`src/logic/fetch_pkg.sv`:
```
// Shared definitions of the read fetch engine
// Bus and descriptor widths, defaults of the top-level parameters
// and the record kept for every read in flight
`default_nettype none

package fetch_pkg;

    // Bus and descriptor widths
    localparam int unsigned ADDR_W = 32;
    localparam int unsigned WORD_W = 32;
    localparam int unsigned BEAT_W = 64;
    localparam int unsigned SIZE_W = 16;

    // Defaults for the top-level parameters
    localparam int unsigned NODES_DEF      = 4;
    localparam int unsigned FIFO_DEPTH_DEF = 10;
    localparam int unsigned MAX_OUTST_DEF  = 6;

    // One read in flight: target node and which half of the beat
    typedef struct packed {
        logic [NODES_DEF-1:0] node_sel;
        logic                 odd_word;
    } outst_rec_t;

endpackage

`default_nettype wire

```
`src/logic/rd_req_if.sv`:
```
// Granted read request between arbiter, address generator and control
// Modports for the address generator, the control and the top
`timescale 1ns/100ps
`default_nettype none

interface rd_req_if #(
    parameter int unsigned NUM_NODES = fetch_pkg::NODES_DEF
);

    logic [NUM_NODES-1:0]         grant;
    logic [fetch_pkg::ADDR_W-1:0] rd_addr;
    logic                         odd_word;
    logic                         new_req;

    modport req  (input grant, output rd_addr, output odd_word, output new_req);
    modport ctrl (input new_req, input rd_addr);
    // Outstanding record push in the top
    modport mon  (input grant, input odd_word, input new_req);

endinterface

`default_nettype wire

```
`src/logic/node_fifo.sv`:
```
// Synchronous FIFO with a type parameter for the payload
// Circular buffer of any depth with a usage count
`timescale 1ns/100ps
`default_nettype none

module node_fifo #(
    parameter int unsigned DEPTH = 8,
    parameter type payload_t = logic
) (
    input  logic                       clk_i,
    input  logic                       rst_ni,
    input  payload_t                   data_i,
    input  logic                       push_i,
    output logic                       full_o,
    output payload_t                   data_o,
    input  logic                       pop_i,
    output logic                       empty_o,
    output logic [$clog2(DEPTH+1)-1:0] usage_o
);

    localparam int unsigned PTR_W = (DEPTH > 1) ? $clog2(DEPTH) : 1;
    localparam int unsigned CNT_W = $clog2(DEPTH + 1);

    payload_t         mem_q [DEPTH-1:0];
    logic [PTR_W-1:0] wr_ptr_q;
    logic [PTR_W-1:0] rd_ptr_q;
    logic [CNT_W-1:0] count_q;
    logic             push_en;
    logic             pop_en;

    // Pointers wrap at DEPTH, not at a power of two
    function automatic logic [PTR_W-1:0] next_ptr(input logic [PTR_W-1:0] ptr);
        if (ptr == PTR_W'(DEPTH - 1)) begin
            return '0;
        end
        return ptr + 1'b1;
    endfunction

    assign full_o  = (count_q == CNT_W'(DEPTH));
    assign empty_o = (count_q == '0);
    assign usage_o = count_q;
    assign data_o  = mem_q[rd_ptr_q];

    assign push_en = push_i & ~full_o;
    assign pop_en  = pop_i & ~empty_o;

    always_ff @(posedge clk_i or negedge rst_ni) begin
        if (!rst_ni) begin
            wr_ptr_q <= '0;
            rd_ptr_q <= '0;
            count_q  <= '0;
        end else begin
            if (push_en) begin
                wr_ptr_q <= next_ptr(wr_ptr_q);
            end
            if (pop_en) begin
                rd_ptr_q <= next_ptr(rd_ptr_q);
            end
            count_q <= count_q + CNT_W'(push_en) - CNT_W'(pop_en);
        end
    end

    always_ff @(posedge clk_i) begin
        if (push_en) begin
            mem_q[wr_ptr_q] <= data_i;
        end
    end

    // Upstream flow control must keep within the limits
    assert property (@(posedge clk_i) disable iff (!rst_ni) push_i |-> !full_o)
        else $error("push to full FIFO");
    assert property (@(posedge clk_i) disable iff (!rst_ni) pop_i |-> !empty_o)
        else $error("pop from empty FIFO");

endmodule

`default_nettype wire

```
`src/logic/rr_arbiter.sv`:
```
// Round-robin arbiter over a doubled request vector
`timescale 1ns/100ps
`default_nettype none

module rr_arbiter #(
    parameter int unsigned WIDTH = 4
) (
    input  logic             clk_i,
    input  logic             rst_ni,
    input  logic [WIDTH-1:0] request_i,
    input  logic             enable_i,
    output logic [WIDTH-1:0] grant_o
);

    logic [WIDTH-1:0]   prev_rol_q;
    logic [2*WIDTH-1:0] double_req;
    logic [2*WIDTH-1:0] double_grant;

    // Subtracting the one-hot clears the first request at or above it,
    // the doubled copy covers the wrap-around
    assign double_req   = {request_i, request_i};
    assign double_grant = double_req & ~(double_req - {{WIDTH{1'b0}}, prev_rol_q});

    assign grant_o = enable_i ? (double_grant[WIDTH-1:0] | double_grant[2*WIDTH-1:WIDTH]) : '0;

    // Start search one above the last winner
    always_ff @(posedge clk_i or negedge rst_ni) begin
        if (!rst_ni) begin
            prev_rol_q <= WIDTH'(1);
        end else if (grant_o != '0) begin
            prev_rol_q <= (grant_o << 1) | (grant_o >> (WIDTH - 1));
        end
    end

    assert property (@(posedge clk_i) disable iff (!rst_ni)
        $onehot0(grant_o) && ((grant_o & ~request_i) == '0))
        else $error("grant not one-hot or without request");

endmodule

`default_nettype wire

```
`src/logic/addr_gen.sv`:
```
// Per-node offset counters and request formation
// Read address computation and register on every grant
`timescale 1ns/100ps
`default_nettype none

module addr_gen #(
    parameter int unsigned NUM_NODES  = fetch_pkg::NODES_DEF,
    parameter int unsigned FIFO_DEPTH = fetch_pkg::FIFO_DEPTH_DEF,
    parameter int unsigned MAX_OUTST  = fetch_pkg::MAX_OUTST_DEF
) (
    input  logic                            clk_i,
    input  logic                            rst_ni,
    input  logic [fetch_pkg::ADDR_W-1:0]    node_base_i   [NUM_NODES-1:0],
    input  logic [fetch_pkg::SIZE_W-1:0]    node_size_i   [NUM_NODES-1:0],
    input  logic [fetch_pkg::SIZE_W-1:0]    node_stride_i [NUM_NODES-1:0],
    input  logic [$clog2(FIFO_DEPTH+1)-1:0] fifo_usage_i  [NUM_NODES-1:0],
    input  logic                            restart_i,
    output logic [NUM_NODES-1:0]            request_o,
    output logic                            nodes_pending_o,
    rd_req_if.req                           req_if
);

    // Spare bit so the last stride may step past the size
    localparam int unsigned OFFS_W = fetch_pkg::SIZE_W + 1;
    // Room left for every read that may still be in flight
    localparam int unsigned FILL_LIMIT = (FIFO_DEPTH > MAX_OUTST) ? FIFO_DEPTH - MAX_OUTST : 0;

    logic [OFFS_W-1:0]            offs_q [NUM_NODES-1:0];
    logic [OFFS_W-1:0]            offs_d [NUM_NODES-1:0];
    logic [NUM_NODES-1:0]         in_range;
    logic [fetch_pkg::ADDR_W-1:0] next_addr;
    logic [fetch_pkg::ADDR_W-1:0] rd_addr_q;

    always_comb begin
        for (int i = 0; i < NUM_NODES; i++) begin
            in_range[i]  = offs_q[i] < OFFS_W'(node_size_i[i]);
            request_o[i] = in_range[i] && (fifo_usage_i[i] < FILL_LIMIT);
        end
    end

    assign nodes_pending_o = |in_range;
    assign req_if.new_req  = |req_if.grant;

    always_comb begin
        next_addr = '0;
        offs_d    = offs_q;
        for (int i = 0; i < NUM_NODES; i++) begin
            if (req_if.grant[i]) begin
                next_addr = node_base_i[i]
                          + {{(fetch_pkg::ADDR_W - OFFS_W){1'b0}}, offs_q[i]};
                offs_d[i] = offs_q[i] + OFFS_W'(node_stride_i[i]);
            end
        end
        if (restart_i) begin
            offs_d = '{default: '0};
        end
    end

    // Bit 2 picks the word inside the 64-bit beat
    assign req_if.odd_word = next_addr[2];
    assign req_if.rd_addr  = rd_addr_q;

    always_ff @(posedge clk_i or negedge rst_ni) begin
        if (!rst_ni) begin
            offs_q <= '{default: '0};
        end else begin
            offs_q <= offs_d;
        end
    end

    always_ff @(posedge clk_i) begin
        if (req_if.new_req) begin
            rd_addr_q <= next_addr;
        end
    end

endmodule

`default_nettype wire

```
`src/logic/fetch_ctrl.sv`:
```
// Fetch control: execute flag and restart pulse,
// read-address channel holding and arbiter enable
`timescale 1ns/100ps
`default_nettype none

module fetch_ctrl (
    input  logic                         clk_i,
    input  logic                         rst_ni,
    input  logic                         execute_i,
    rd_req_if.ctrl                       req_if,
    input  logic                         outst_empty_i,
    input  logic                         outst_full_i,
    input  logic                         nodes_pending_i,
    input  logic                         ar_ready_i,
    output logic                         ar_valid_o,
    output logic [fetch_pkg::ADDR_W-1:0] ar_addr_o,
    output logic                         arb_enable_o,
    output logic                         busy_o,
    output logic                         restart_o
);

    logic busy_q;
    logic busy_d;
    logic wait_ar_q;
    logic wait_ar_d;
    logic ar_free;

    // Done once nothing is left to request and nothing is in flight
    always_comb begin
        busy_d = busy_q;
        if (execute_i) begin
            busy_d = 1'b1;
        end else if (!nodes_pending_i && outst_empty_i) begin
            busy_d = 1'b0;
        end
    end

    assign restart_o = busy_q & ~busy_d;
    assign busy_o    = busy_q;

    // Channel takes a new address when idle or accepted this cycle
    assign ar_free      = !wait_ar_q || ar_ready_i;
    assign wait_ar_d    = ar_free ? req_if.new_req : wait_ar_q;
    assign arb_enable_o = busy_q & ar_free & ~outst_full_i;

    assign ar_valid_o = wait_ar_q;
    // Beat-aligned
    assign ar_addr_o  = {req_if.rd_addr[fetch_pkg::ADDR_W-1:3], 3'b000};

    always_ff @(posedge clk_i or negedge rst_ni) begin
        if (!rst_ni) begin
            busy_q    <= 1'b0;
            wait_ar_q <= 1'b0;
        end else begin
            busy_q    <= busy_d;
            wait_ar_q <= wait_ar_d;
        end
    end

    // Address from addr_gen must hold until the slave takes it
    assert property (@(posedge clk_i) disable iff (!rst_ni)
        ar_valid_o && !ar_ready_i |=> ar_valid_o && $stable(ar_addr_o))
        else $error("read address changed while waiting");

endmodule

`default_nettype wire

```
`src/logic/read_return.sv`:
```
// Read return path: lane select of the returning beat
// and routing of the word into the node FIFOs
`timescale 1ns/100ps
`default_nettype none

module read_return #(
    parameter int unsigned NUM_NODES = fetch_pkg::NODES_DEF
) (
    input  logic                         clk_i,
    input  logic                         rst_ni,
    input  logic [fetch_pkg::BEAT_W-1:0] r_data_i,
    input  logic                         r_valid_i,
    input  fetch_pkg::outst_rec_t        outst_head_i,
    input  logic [NUM_NODES-1:0]         node_full_i,
    output logic [fetch_pkg::WORD_W-1:0] word_o,
    output logic [NUM_NODES-1:0]         push_o,
    output logic                         outst_pop_o
);

    // Every beat belongs to the oldest record, so one word feeds all FIFOs
    assign word_o = outst_head_i.odd_word ? r_data_i[fetch_pkg::WORD_W +: fetch_pkg::WORD_W]
                                          : r_data_i[fetch_pkg::WORD_W-1:0];

    assign push_o      = r_valid_i ? outst_head_i.node_sel : '0;
    assign outst_pop_o = r_valid_i;

    // FIFO headroom reserved at request time
    assert property (@(posedge clk_i) disable iff (!rst_ni) (push_o & node_full_i) == '0)
        else $error("return word for a full node FIFO");
    assert property (@(posedge clk_i) disable iff (!rst_ni)
        r_valid_i |-> $onehot(outst_head_i.node_sel))
        else $error("read beat without a valid outstanding record");

endmodule

`default_nettype wire

```
`src/logic/fetch_top.sv`:
```
// Top level of the read fetch engine
// Address generator, arbiter, control, return path,
// outstanding FIFO and one word FIFO per node
`timescale 1ns/100ps
`default_nettype none

module fetch_top #(
    parameter int unsigned NUM_NODES  = fetch_pkg::NODES_DEF,
    parameter int unsigned FIFO_DEPTH = fetch_pkg::FIFO_DEPTH_DEF,
    parameter int unsigned MAX_OUTST  = fetch_pkg::MAX_OUTST_DEF
) (
    input  logic                                  clk_i,
    input  logic                                  rst_ni,
    input  logic                                  execute_i,
    input  logic [fetch_pkg::ADDR_W-1:0]          node_base_i   [NUM_NODES-1:0],
    input  logic [fetch_pkg::SIZE_W-1:0]          node_size_i   [NUM_NODES-1:0],
    input  logic [fetch_pkg::SIZE_W-1:0]          node_stride_i [NUM_NODES-1:0],
    output logic [fetch_pkg::ADDR_W-1:0]          ar_addr_o,
    output logic                                  ar_valid_o,
    input  logic                                  ar_ready_i,
    input  logic [fetch_pkg::BEAT_W-1:0]          r_data_i,
    input  logic                                  r_valid_i,
    output logic [NUM_NODES*fetch_pkg::WORD_W-1:0] node_data_o,
    output logic [NUM_NODES-1:0]                  node_valid_o,
    input  logic [NUM_NODES-1:0]                  node_ready_i,
    output logic                                  busy_o
);

    rd_req_if #(.NUM_NODES(NUM_NODES)) req_if ();

    logic [NUM_NODES-1:0]            request;
    logic [NUM_NODES-1:0]            push;
    logic [NUM_NODES-1:0]            node_full;
    logic [NUM_NODES-1:0]            node_empty;
    logic [$clog2(FIFO_DEPTH+1)-1:0] fifo_usage [NUM_NODES-1:0];
    logic                            nodes_pending;
    logic                            arb_enable;
    logic                            restart;
    fetch_pkg::outst_rec_t           outst_in;
    fetch_pkg::outst_rec_t           outst_head;
    logic                            outst_pop;
    logic                            outst_empty;
    logic                            outst_full;
    logic [fetch_pkg::WORD_W-1:0]    ret_word;

    // Record of the read granted this cycle
    assign outst_in.node_sel = req_if.grant;
    assign outst_in.odd_word = req_if.odd_word;

    assign node_valid_o = ~node_empty;

    addr_gen #(
        .NUM_NODES  ( NUM_NODES  ),
        .FIFO_DEPTH ( FIFO_DEPTH ),
        .MAX_OUTST  ( MAX_OUTST  )
    ) i_addr_gen (
        .clk_i           ( clk_i         ),
        .rst_ni          ( rst_ni        ),
        .node_base_i     ( node_base_i   ),
        .node_size_i     ( node_size_i   ),
        .node_stride_i   ( node_stride_i ),
        .fifo_usage_i    ( fifo_usage    ),
        .restart_i       ( restart       ),
        .request_o       ( request       ),
        .nodes_pending_o ( nodes_pending ),
        .req_if          ( req_if        )
    );

    rr_arbiter #(
        .WIDTH ( NUM_NODES )
    ) i_rr_arbiter (
        .clk_i     ( clk_i        ),
        .rst_ni    ( rst_ni       ),
        .request_i ( request      ),
        .enable_i  ( arb_enable   ),
        .grant_o   ( req_if.grant )
    );

    fetch_ctrl i_fetch_ctrl (
        .clk_i           ( clk_i         ),
        .rst_ni          ( rst_ni        ),
        .execute_i       ( execute_i     ),
        .req_if          ( req_if        ),
        .outst_empty_i   ( outst_empty   ),
        .outst_full_i    ( outst_full    ),
        .nodes_pending_i ( nodes_pending ),
        .ar_ready_i      ( ar_ready_i    ),
        .ar_valid_o      ( ar_valid_o    ),
        .ar_addr_o       ( ar_addr_o     ),
        .arb_enable_o    ( arb_enable    ),
        .busy_o          ( busy_o        ),
        .restart_o       ( restart       )
    );

    read_return #(
        .NUM_NODES ( NUM_NODES )
    ) i_read_return (
        .clk_i        ( clk_i      ),
        .rst_ni       ( rst_ni     ),
        .r_data_i     ( r_data_i   ),
        .r_valid_i    ( r_valid_i  ),
        .outst_head_i ( outst_head ),
        .node_full_i  ( node_full  ),
        .word_o       ( ret_word   ),
        .push_o       ( push       ),
        .outst_pop_o  ( outst_pop  )
    );

    // Reads in flight, oldest at the head
    node_fifo #(
        .DEPTH     ( MAX_OUTST              ),
        .payload_t ( fetch_pkg::outst_rec_t )
    ) i_outst_fifo (
        .clk_i   ( clk_i          ),
        .rst_ni  ( rst_ni         ),
        .data_i  ( outst_in       ),
        .push_i  ( req_if.new_req ),
        .full_o  ( outst_full     ),
        .data_o  ( outst_head     ),
        .pop_i   ( outst_pop      ),
        .empty_o ( outst_empty    ),
        .usage_o (                )
    );

    for (genvar i = 0; i < NUM_NODES; i++) begin : g_node_fifo
        node_fifo #(
            .DEPTH     ( FIFO_DEPTH                     ),
            .payload_t ( logic [fetch_pkg::WORD_W-1:0] )
        ) i_node_fifo (
            .clk_i   ( clk_i                                                ),
            .rst_ni  ( rst_ni                                               ),
            .data_i  ( ret_word                                             ),
            .push_i  ( push[i]                                              ),
            .full_o  ( node_full[i]                                         ),
            .data_o  ( node_data_o[i*fetch_pkg::WORD_W +: fetch_pkg::WORD_W] ),
            .pop_i   ( node_valid_o[i] & node_ready_i[i]                    ),
            .empty_o ( node_empty[i]                                        ),
            .usage_o ( fifo_usage[i]                                        )
        );
    end

endmodule

`default_nettype wire

```
`config.mk`:
```
export PLATFORM = sky130hd
export DESIGN_NAME = fetch_top
export DESIGN_NICKNAME = d
export VERILOG_FILES = /design/src/logic/fetch_pkg.sv /design/src/logic/rd_req_if.sv /design/src/logic/node_fifo.sv /design/src/logic/rr_arbiter.sv /design/src/logic/addr_gen.sv /design/src/logic/fetch_ctrl.sv /design/src/logic/read_return.sv /design/src/logic/fetch_top.sv
export SDC_FILE = /design/constraint.sdc
export NUM_CORES = 2
export LEC_CHECK = 0
export BUFFER_PORTS_ARGS = -buffer_cell sky130_fd_sc_hd__clkbuf_2
export CORE_ASPECT_RATIO = 1.4
export CORE_UTILIZATION = 57
export DETAILED_ROUTE_END_ITERATION = 12
export PLACE_DENSITY = 0.76
export REMOVE_ABC_BUFFERS = 1
export SETUP_SLACK_MARGIN = 0.3
export SYNTH_ARGS = -nofsm -noshare
export SYNTH_HDL_FRONTEND = slang
export SYNTH_SLANG_ARGS = --single-unit
```
`constraint.sdc`:
```
create_clock -name clk_i -period 8.8 [get_ports clk_i]
set_clock_uncertainty 0.05 [all_clocks]
set_input_delay 1.76 -clock clk_i [delete_from_list [all_inputs] [get_ports clk_i]]
set_output_delay 1.76 -clock clk_i [all_outputs]
set_load 0.05 [all_outputs]
```
==> results.md <==
- Startpoint types: input port
- Final nets: 5257
- Row count: 147
- RSZ-0062 raised after global routing: no
- Critical path type: in2reg
- WP data required: 9.10 ns
- Synth Warn #: 0
- Fin crit share: 68.1%
- Setup TNS: 0 ns
- Share of cells above drive strength 1: 23.8%
- P_leak: 27.0 nW
- Switch Pwr: 0.0115 W
- Worst-path cell chain: clkbuf_2, inv_1, ha_1, a21o_1, a21o_1, a221oi_1, o21ai_0, a211oi_1, ha_1, o21ai_0, nand2b_1, a211oi_1, o211ai_2, and2_1, inv_2, nor2_1, and3_1, nor4b_1
- I/O Pins: 495
- Fin. max-slew vios: 0
- Post-CTS Setup Inserts: 0
- DR WL/cell: 26.7 microns
- Count of cell types in the netlist: 83
- DRT Pass-1 Iters: 5
- Largest net degree at the start of global routing: 74
- Register area share after synthesis: 66.1%
- Dpl hpwl: 110000 microns
- Logic pwr share: 42.5%
- Final Non-Filler Cells: 6302
- R2R depth: 16
- Slowest cell on crit path: nor4b_1
- Num CTS Buffers: 133
- Top delay family on crit path: compound AO/OA/AOI/OAI gates
- Slew headroom: 18.2%
- Post-DRT Antenna Nets: 0
- Root buffer cell: clkbuf_16
- Clk pwr share: 20.2%
- FFs w/ async S/R, synth: 8.91%
- Top cells by area, synth: edfxtp_1, mux4_2, dfrtp_1
- GP Congestion: 0.997
- Initial antenna violation count: 11
- Pwr dens: 376 nW/um^2
- Layout fillers: 7958
- Reg2Reg Capture Point: i_outst_fifo.mem_q[4][1]
- CTS Sinks: 1470
- Port-buffer cells: 491
- CTS tree: yes
- Die ar.: 117000 sq um
- Worst Setup End Kind: flip-flop
- Max IR drop VDD: 0.463 mV
- Worst reg2reg startpoint: i_addr_gen.offs_q[44]
- Average size of a mapped cell: 15.7 sq um
- Buf+Inv Stages, Crit Path: 3
- Highest clock rate: 167 MHz
- Resized cells post-CTS: 0
- Top-area cell type share of the netlist area: 61.1%
- Core area: 115000 sq um
- Number of global-route vias before repair: 39.7k
- Initial core utilization: 57.4%
- Worst-path clk slew: 0.07 ns
- Flop2flop setup slack: 3.45 ns
- HP Class: reg2reg
- Dpl ws: 2.06 ns
- Cell Int Power: 0.0165 W
- Synthesized instance count: 4198
- Final worst slack: 2.81 ns
- CTS H-tree lvls: 4
- CP Max Fanout: 12
- Final hold viol count: 0
- Detailed-route wire length: 168000 microns
- DRT iter0 DRCs: 3039
- Cell Area, Synth: 65800 sq um
- Die H: 404 microns
- Crit path DAT: 6.30 ns
- Max-cap viol count: 0
- Placed cell count: 6055
- Design Power: 0.0280 W
- GRT Total Usage: 29.2%
- Min Clock Period, post-route: 5.99 ns
- Via density: 6.20
- Status: complete, no violations
- Worst path depth: 18
- Flop pwr share: 37.3%
- Number of remaining DRC errors: 0
- Hold_buf cts: 0
- Hold slack: 0.438 ns
- Die Wd: 289 microns
- Clk_lat worst skew: 0.74 ns
- #FFs+latches synth: 1470
- Worst-Margin Slew: 1.22 ns
- Hold depth: 1
- Critical Path Source: node_size_i[42]
- Synth area leader: edfxtp_1
- Synth Flop Type: edfxtp_1
- Sw Ratio: 40.9%
- Setup crit end: i_outst_fifo.mem_q[4][1]
- Via Count: 39.1k
- EDFF count, synth: 1339
- Grt ovf: 0
- CTS Buffer Depth: 3
- Area growth syn-to-layout: 13.0%
- Setup violators final: 0
- Delay of the slowest critical-path stage: 0.95 ns
- First-pass GRT wire length: 247000 microns
==> cell usage after synthesis (all sizes together) (5+ instances only) <==
cell type  count
nand4         16
dfrtp        130
a2111oi       14
and2          12
and3          24
clkbuf       122
nand2b        29
a211o          5
o21bai        12
a21oi        285
a221oi        16
or3           24
ha           218
o31ai         16
and4           7
a21boi         6
fa            10
mux2i        136
nor3b         13
nor2b        154
o21a          14
edfxtp      1339
o21ai         84
mux2          34
buf           79
nor3          65
a211oi       173
xor2          72
inv          147
nor4          11
mux4         261
nor2         106
o211ai        13
or2            6
o22ai          9
a31o           8
a21o          69
a31oi         16
nand2        232
xnor2         92
nand3         64
==> cell type report <==
cell class	count	area [sq um]	area share (%)
multi-input combinational	2382	21200	28.5
clock inverter	74	652	0.876
clock buffer	163	3550	4.77
inverter	147	552	0.741
antenna	10	25.0	0.0336
timing repair buffer	566	3030	4.07
tap	1490	1860	2.51
sequential	1470	43500	58.5
==> cells in the final DEF (no fill, tap or decap), types with 18 or more instances in the layout <==
| cell | n |
|---|---|
| dfrtp_1 | 114 |
| nor2_1 | 89 |
| nor3_1 | 45 |
| nand2_1 | 232 |
| mux2i_1 | 136 |
| a211oi_1 | 173 |
| or3_1 | 24 |
| nand2b_1 | 29 |
| mux4_2 | 261 |
| mux2_2 | 34 |
| clkinv_1 | 18 |
| nor3_2 | 20 |
| nor2b_1 | 154 |
| clkinv_2 | 28 |
| a21o_1 | 69 |
| clkbuf_16 | 137 |
| xnor2_1 | 92 |
| clkbuf_1 | 24 |
| inv_1 | 143 |
| o21ai_0 | 82 |
| clkbuf_2 | 490 |
| a21oi_1 | 283 |
| and3_1 | 24 |
| nand3_1 | 64 |
| xor2_1 | 72 |
| ha_1 | 218 |
| buf_4 | 75 |
| edfxtp_1 | 1339 |
==> worst min-delay path by stage <==
stage          slack (ns)                         end                       start
2_1_floorplan        0.40  i_rr_arbiter.prev_rol_q[1]  i_rr_arbiter.prev_rol_q[1]
3_3_place_gp         0.41  i_rr_arbiter.prev_rol_q[3]  i_rr_arbiter.prev_rol_q[3]
3_5_place_dp         0.42  i_rr_arbiter.prev_rol_q[1]  i_rr_arbiter.prev_rol_q[1]
5_1_grt              0.45  i_rr_arbiter.prev_rol_q[1]  i_rr_arbiter.prev_rol_q[1]
4_1_cts              0.44  i_rr_arbiter.prev_rol_q[3]  i_rr_arbiter.prev_rol_q[3]
6_report             0.44  i_rr_arbiter.prev_rol_q[3]  i_rr_arbiter.prev_rol_q[3]
==> worst register-to-register path, cell delays in order (launching register included) <==
cell and delay (ns):
dfrtp_1 0.46, ha_1 0.33, a21o_1 0.16, a21o_1 0.17
a221oi_1 0.26, o21ai_0 0.16, a211oi_1 0.76, ha_1 0.42
o21ai_0 0.10, nand2b_1 0.08, a211oi_1 0.30, o211ai_2 0.17
and2_1 0.19, inv_2 0.05, nor2_1 0.04, and3_1 0.32
nor4b_1 0.96
==> through the flow <==
step	area [sq um]	utilization [%]
after CTS	74400	64.9
after global placement	70200	61.3
final	74400	64.9
after floorplan	65000	-
after detailed placement	70200	61.3
after global routing	74400	64.9
==> per-layer routing <==
metal / track usage (%) / wire length, microns / vias up
li1: - / - / 17438
met1: 35.7 / 62300 / 19700
met2: 49.2 / 85400 / 1631
met3: 5.98 / 12400 / 295
met4: 14.1 / 8270 / 12
met5: 0 / 70 / -
==> cell families after synthesis <==
| kind of cell | count (synthesis) | synth area share [%] |
|---|---|---|
| XOR/XNOR | 164 | 2.18 |
| adder cells (fa/ha/maj) | 228 | 4.45 |
| other | 1 | 0.00570 |
| AO/OA/AOI/OAI | 782 | 7.71 |
| multiplexers | 431 | 11.6 |
| buffers and inverters | 348 | 2.09 |
| flip-flops | 1470 | 66.1 |
| AND/OR/NAND/NOR | 774 | 5.92 |
==> registers in the layout, indices dropped and copies added (netlist names) <==
register / count
i_outst_fifo.usage_o: 3
g_node_fifo.i_node_fifo.mem_q: 1280
i_addr_gen.req_if.rd_addr: 29
i_outst_fifo.rd_ptr_q: 3
i_fetch_ctrl.ar_valid_o: 1
g_node_fifo.i_node_fifo.usage_o: 16
i_fetch_ctrl.busy_o: 1
i_outst_fifo.wr_ptr_q: 3
i_outst_fifo.mem_q: 30
i_addr_gen.offs_q: 68
g_node_fifo.i_node_fifo.rd_ptr_q: 16
i_rr_arbiter.prev_rol_q: 4
g_node_fifo.i_node_fifo.wr_ptr_q: 16
==> power groups by stage <==
stage                     registers [W]  clock network (W)  logic (W)
after CTS                        0.0105            0.00573     0.0119
after floorplan                  0.0110                  0    0.00789
after global routing             0.0106            0.00596     0.0127
final                            0.0104            0.00564     0.0119
after detailed placement         0.0106                  0     0.0119
after global placement           0.0105                  0     0.0117
Power figures use the tool's default switching activity.
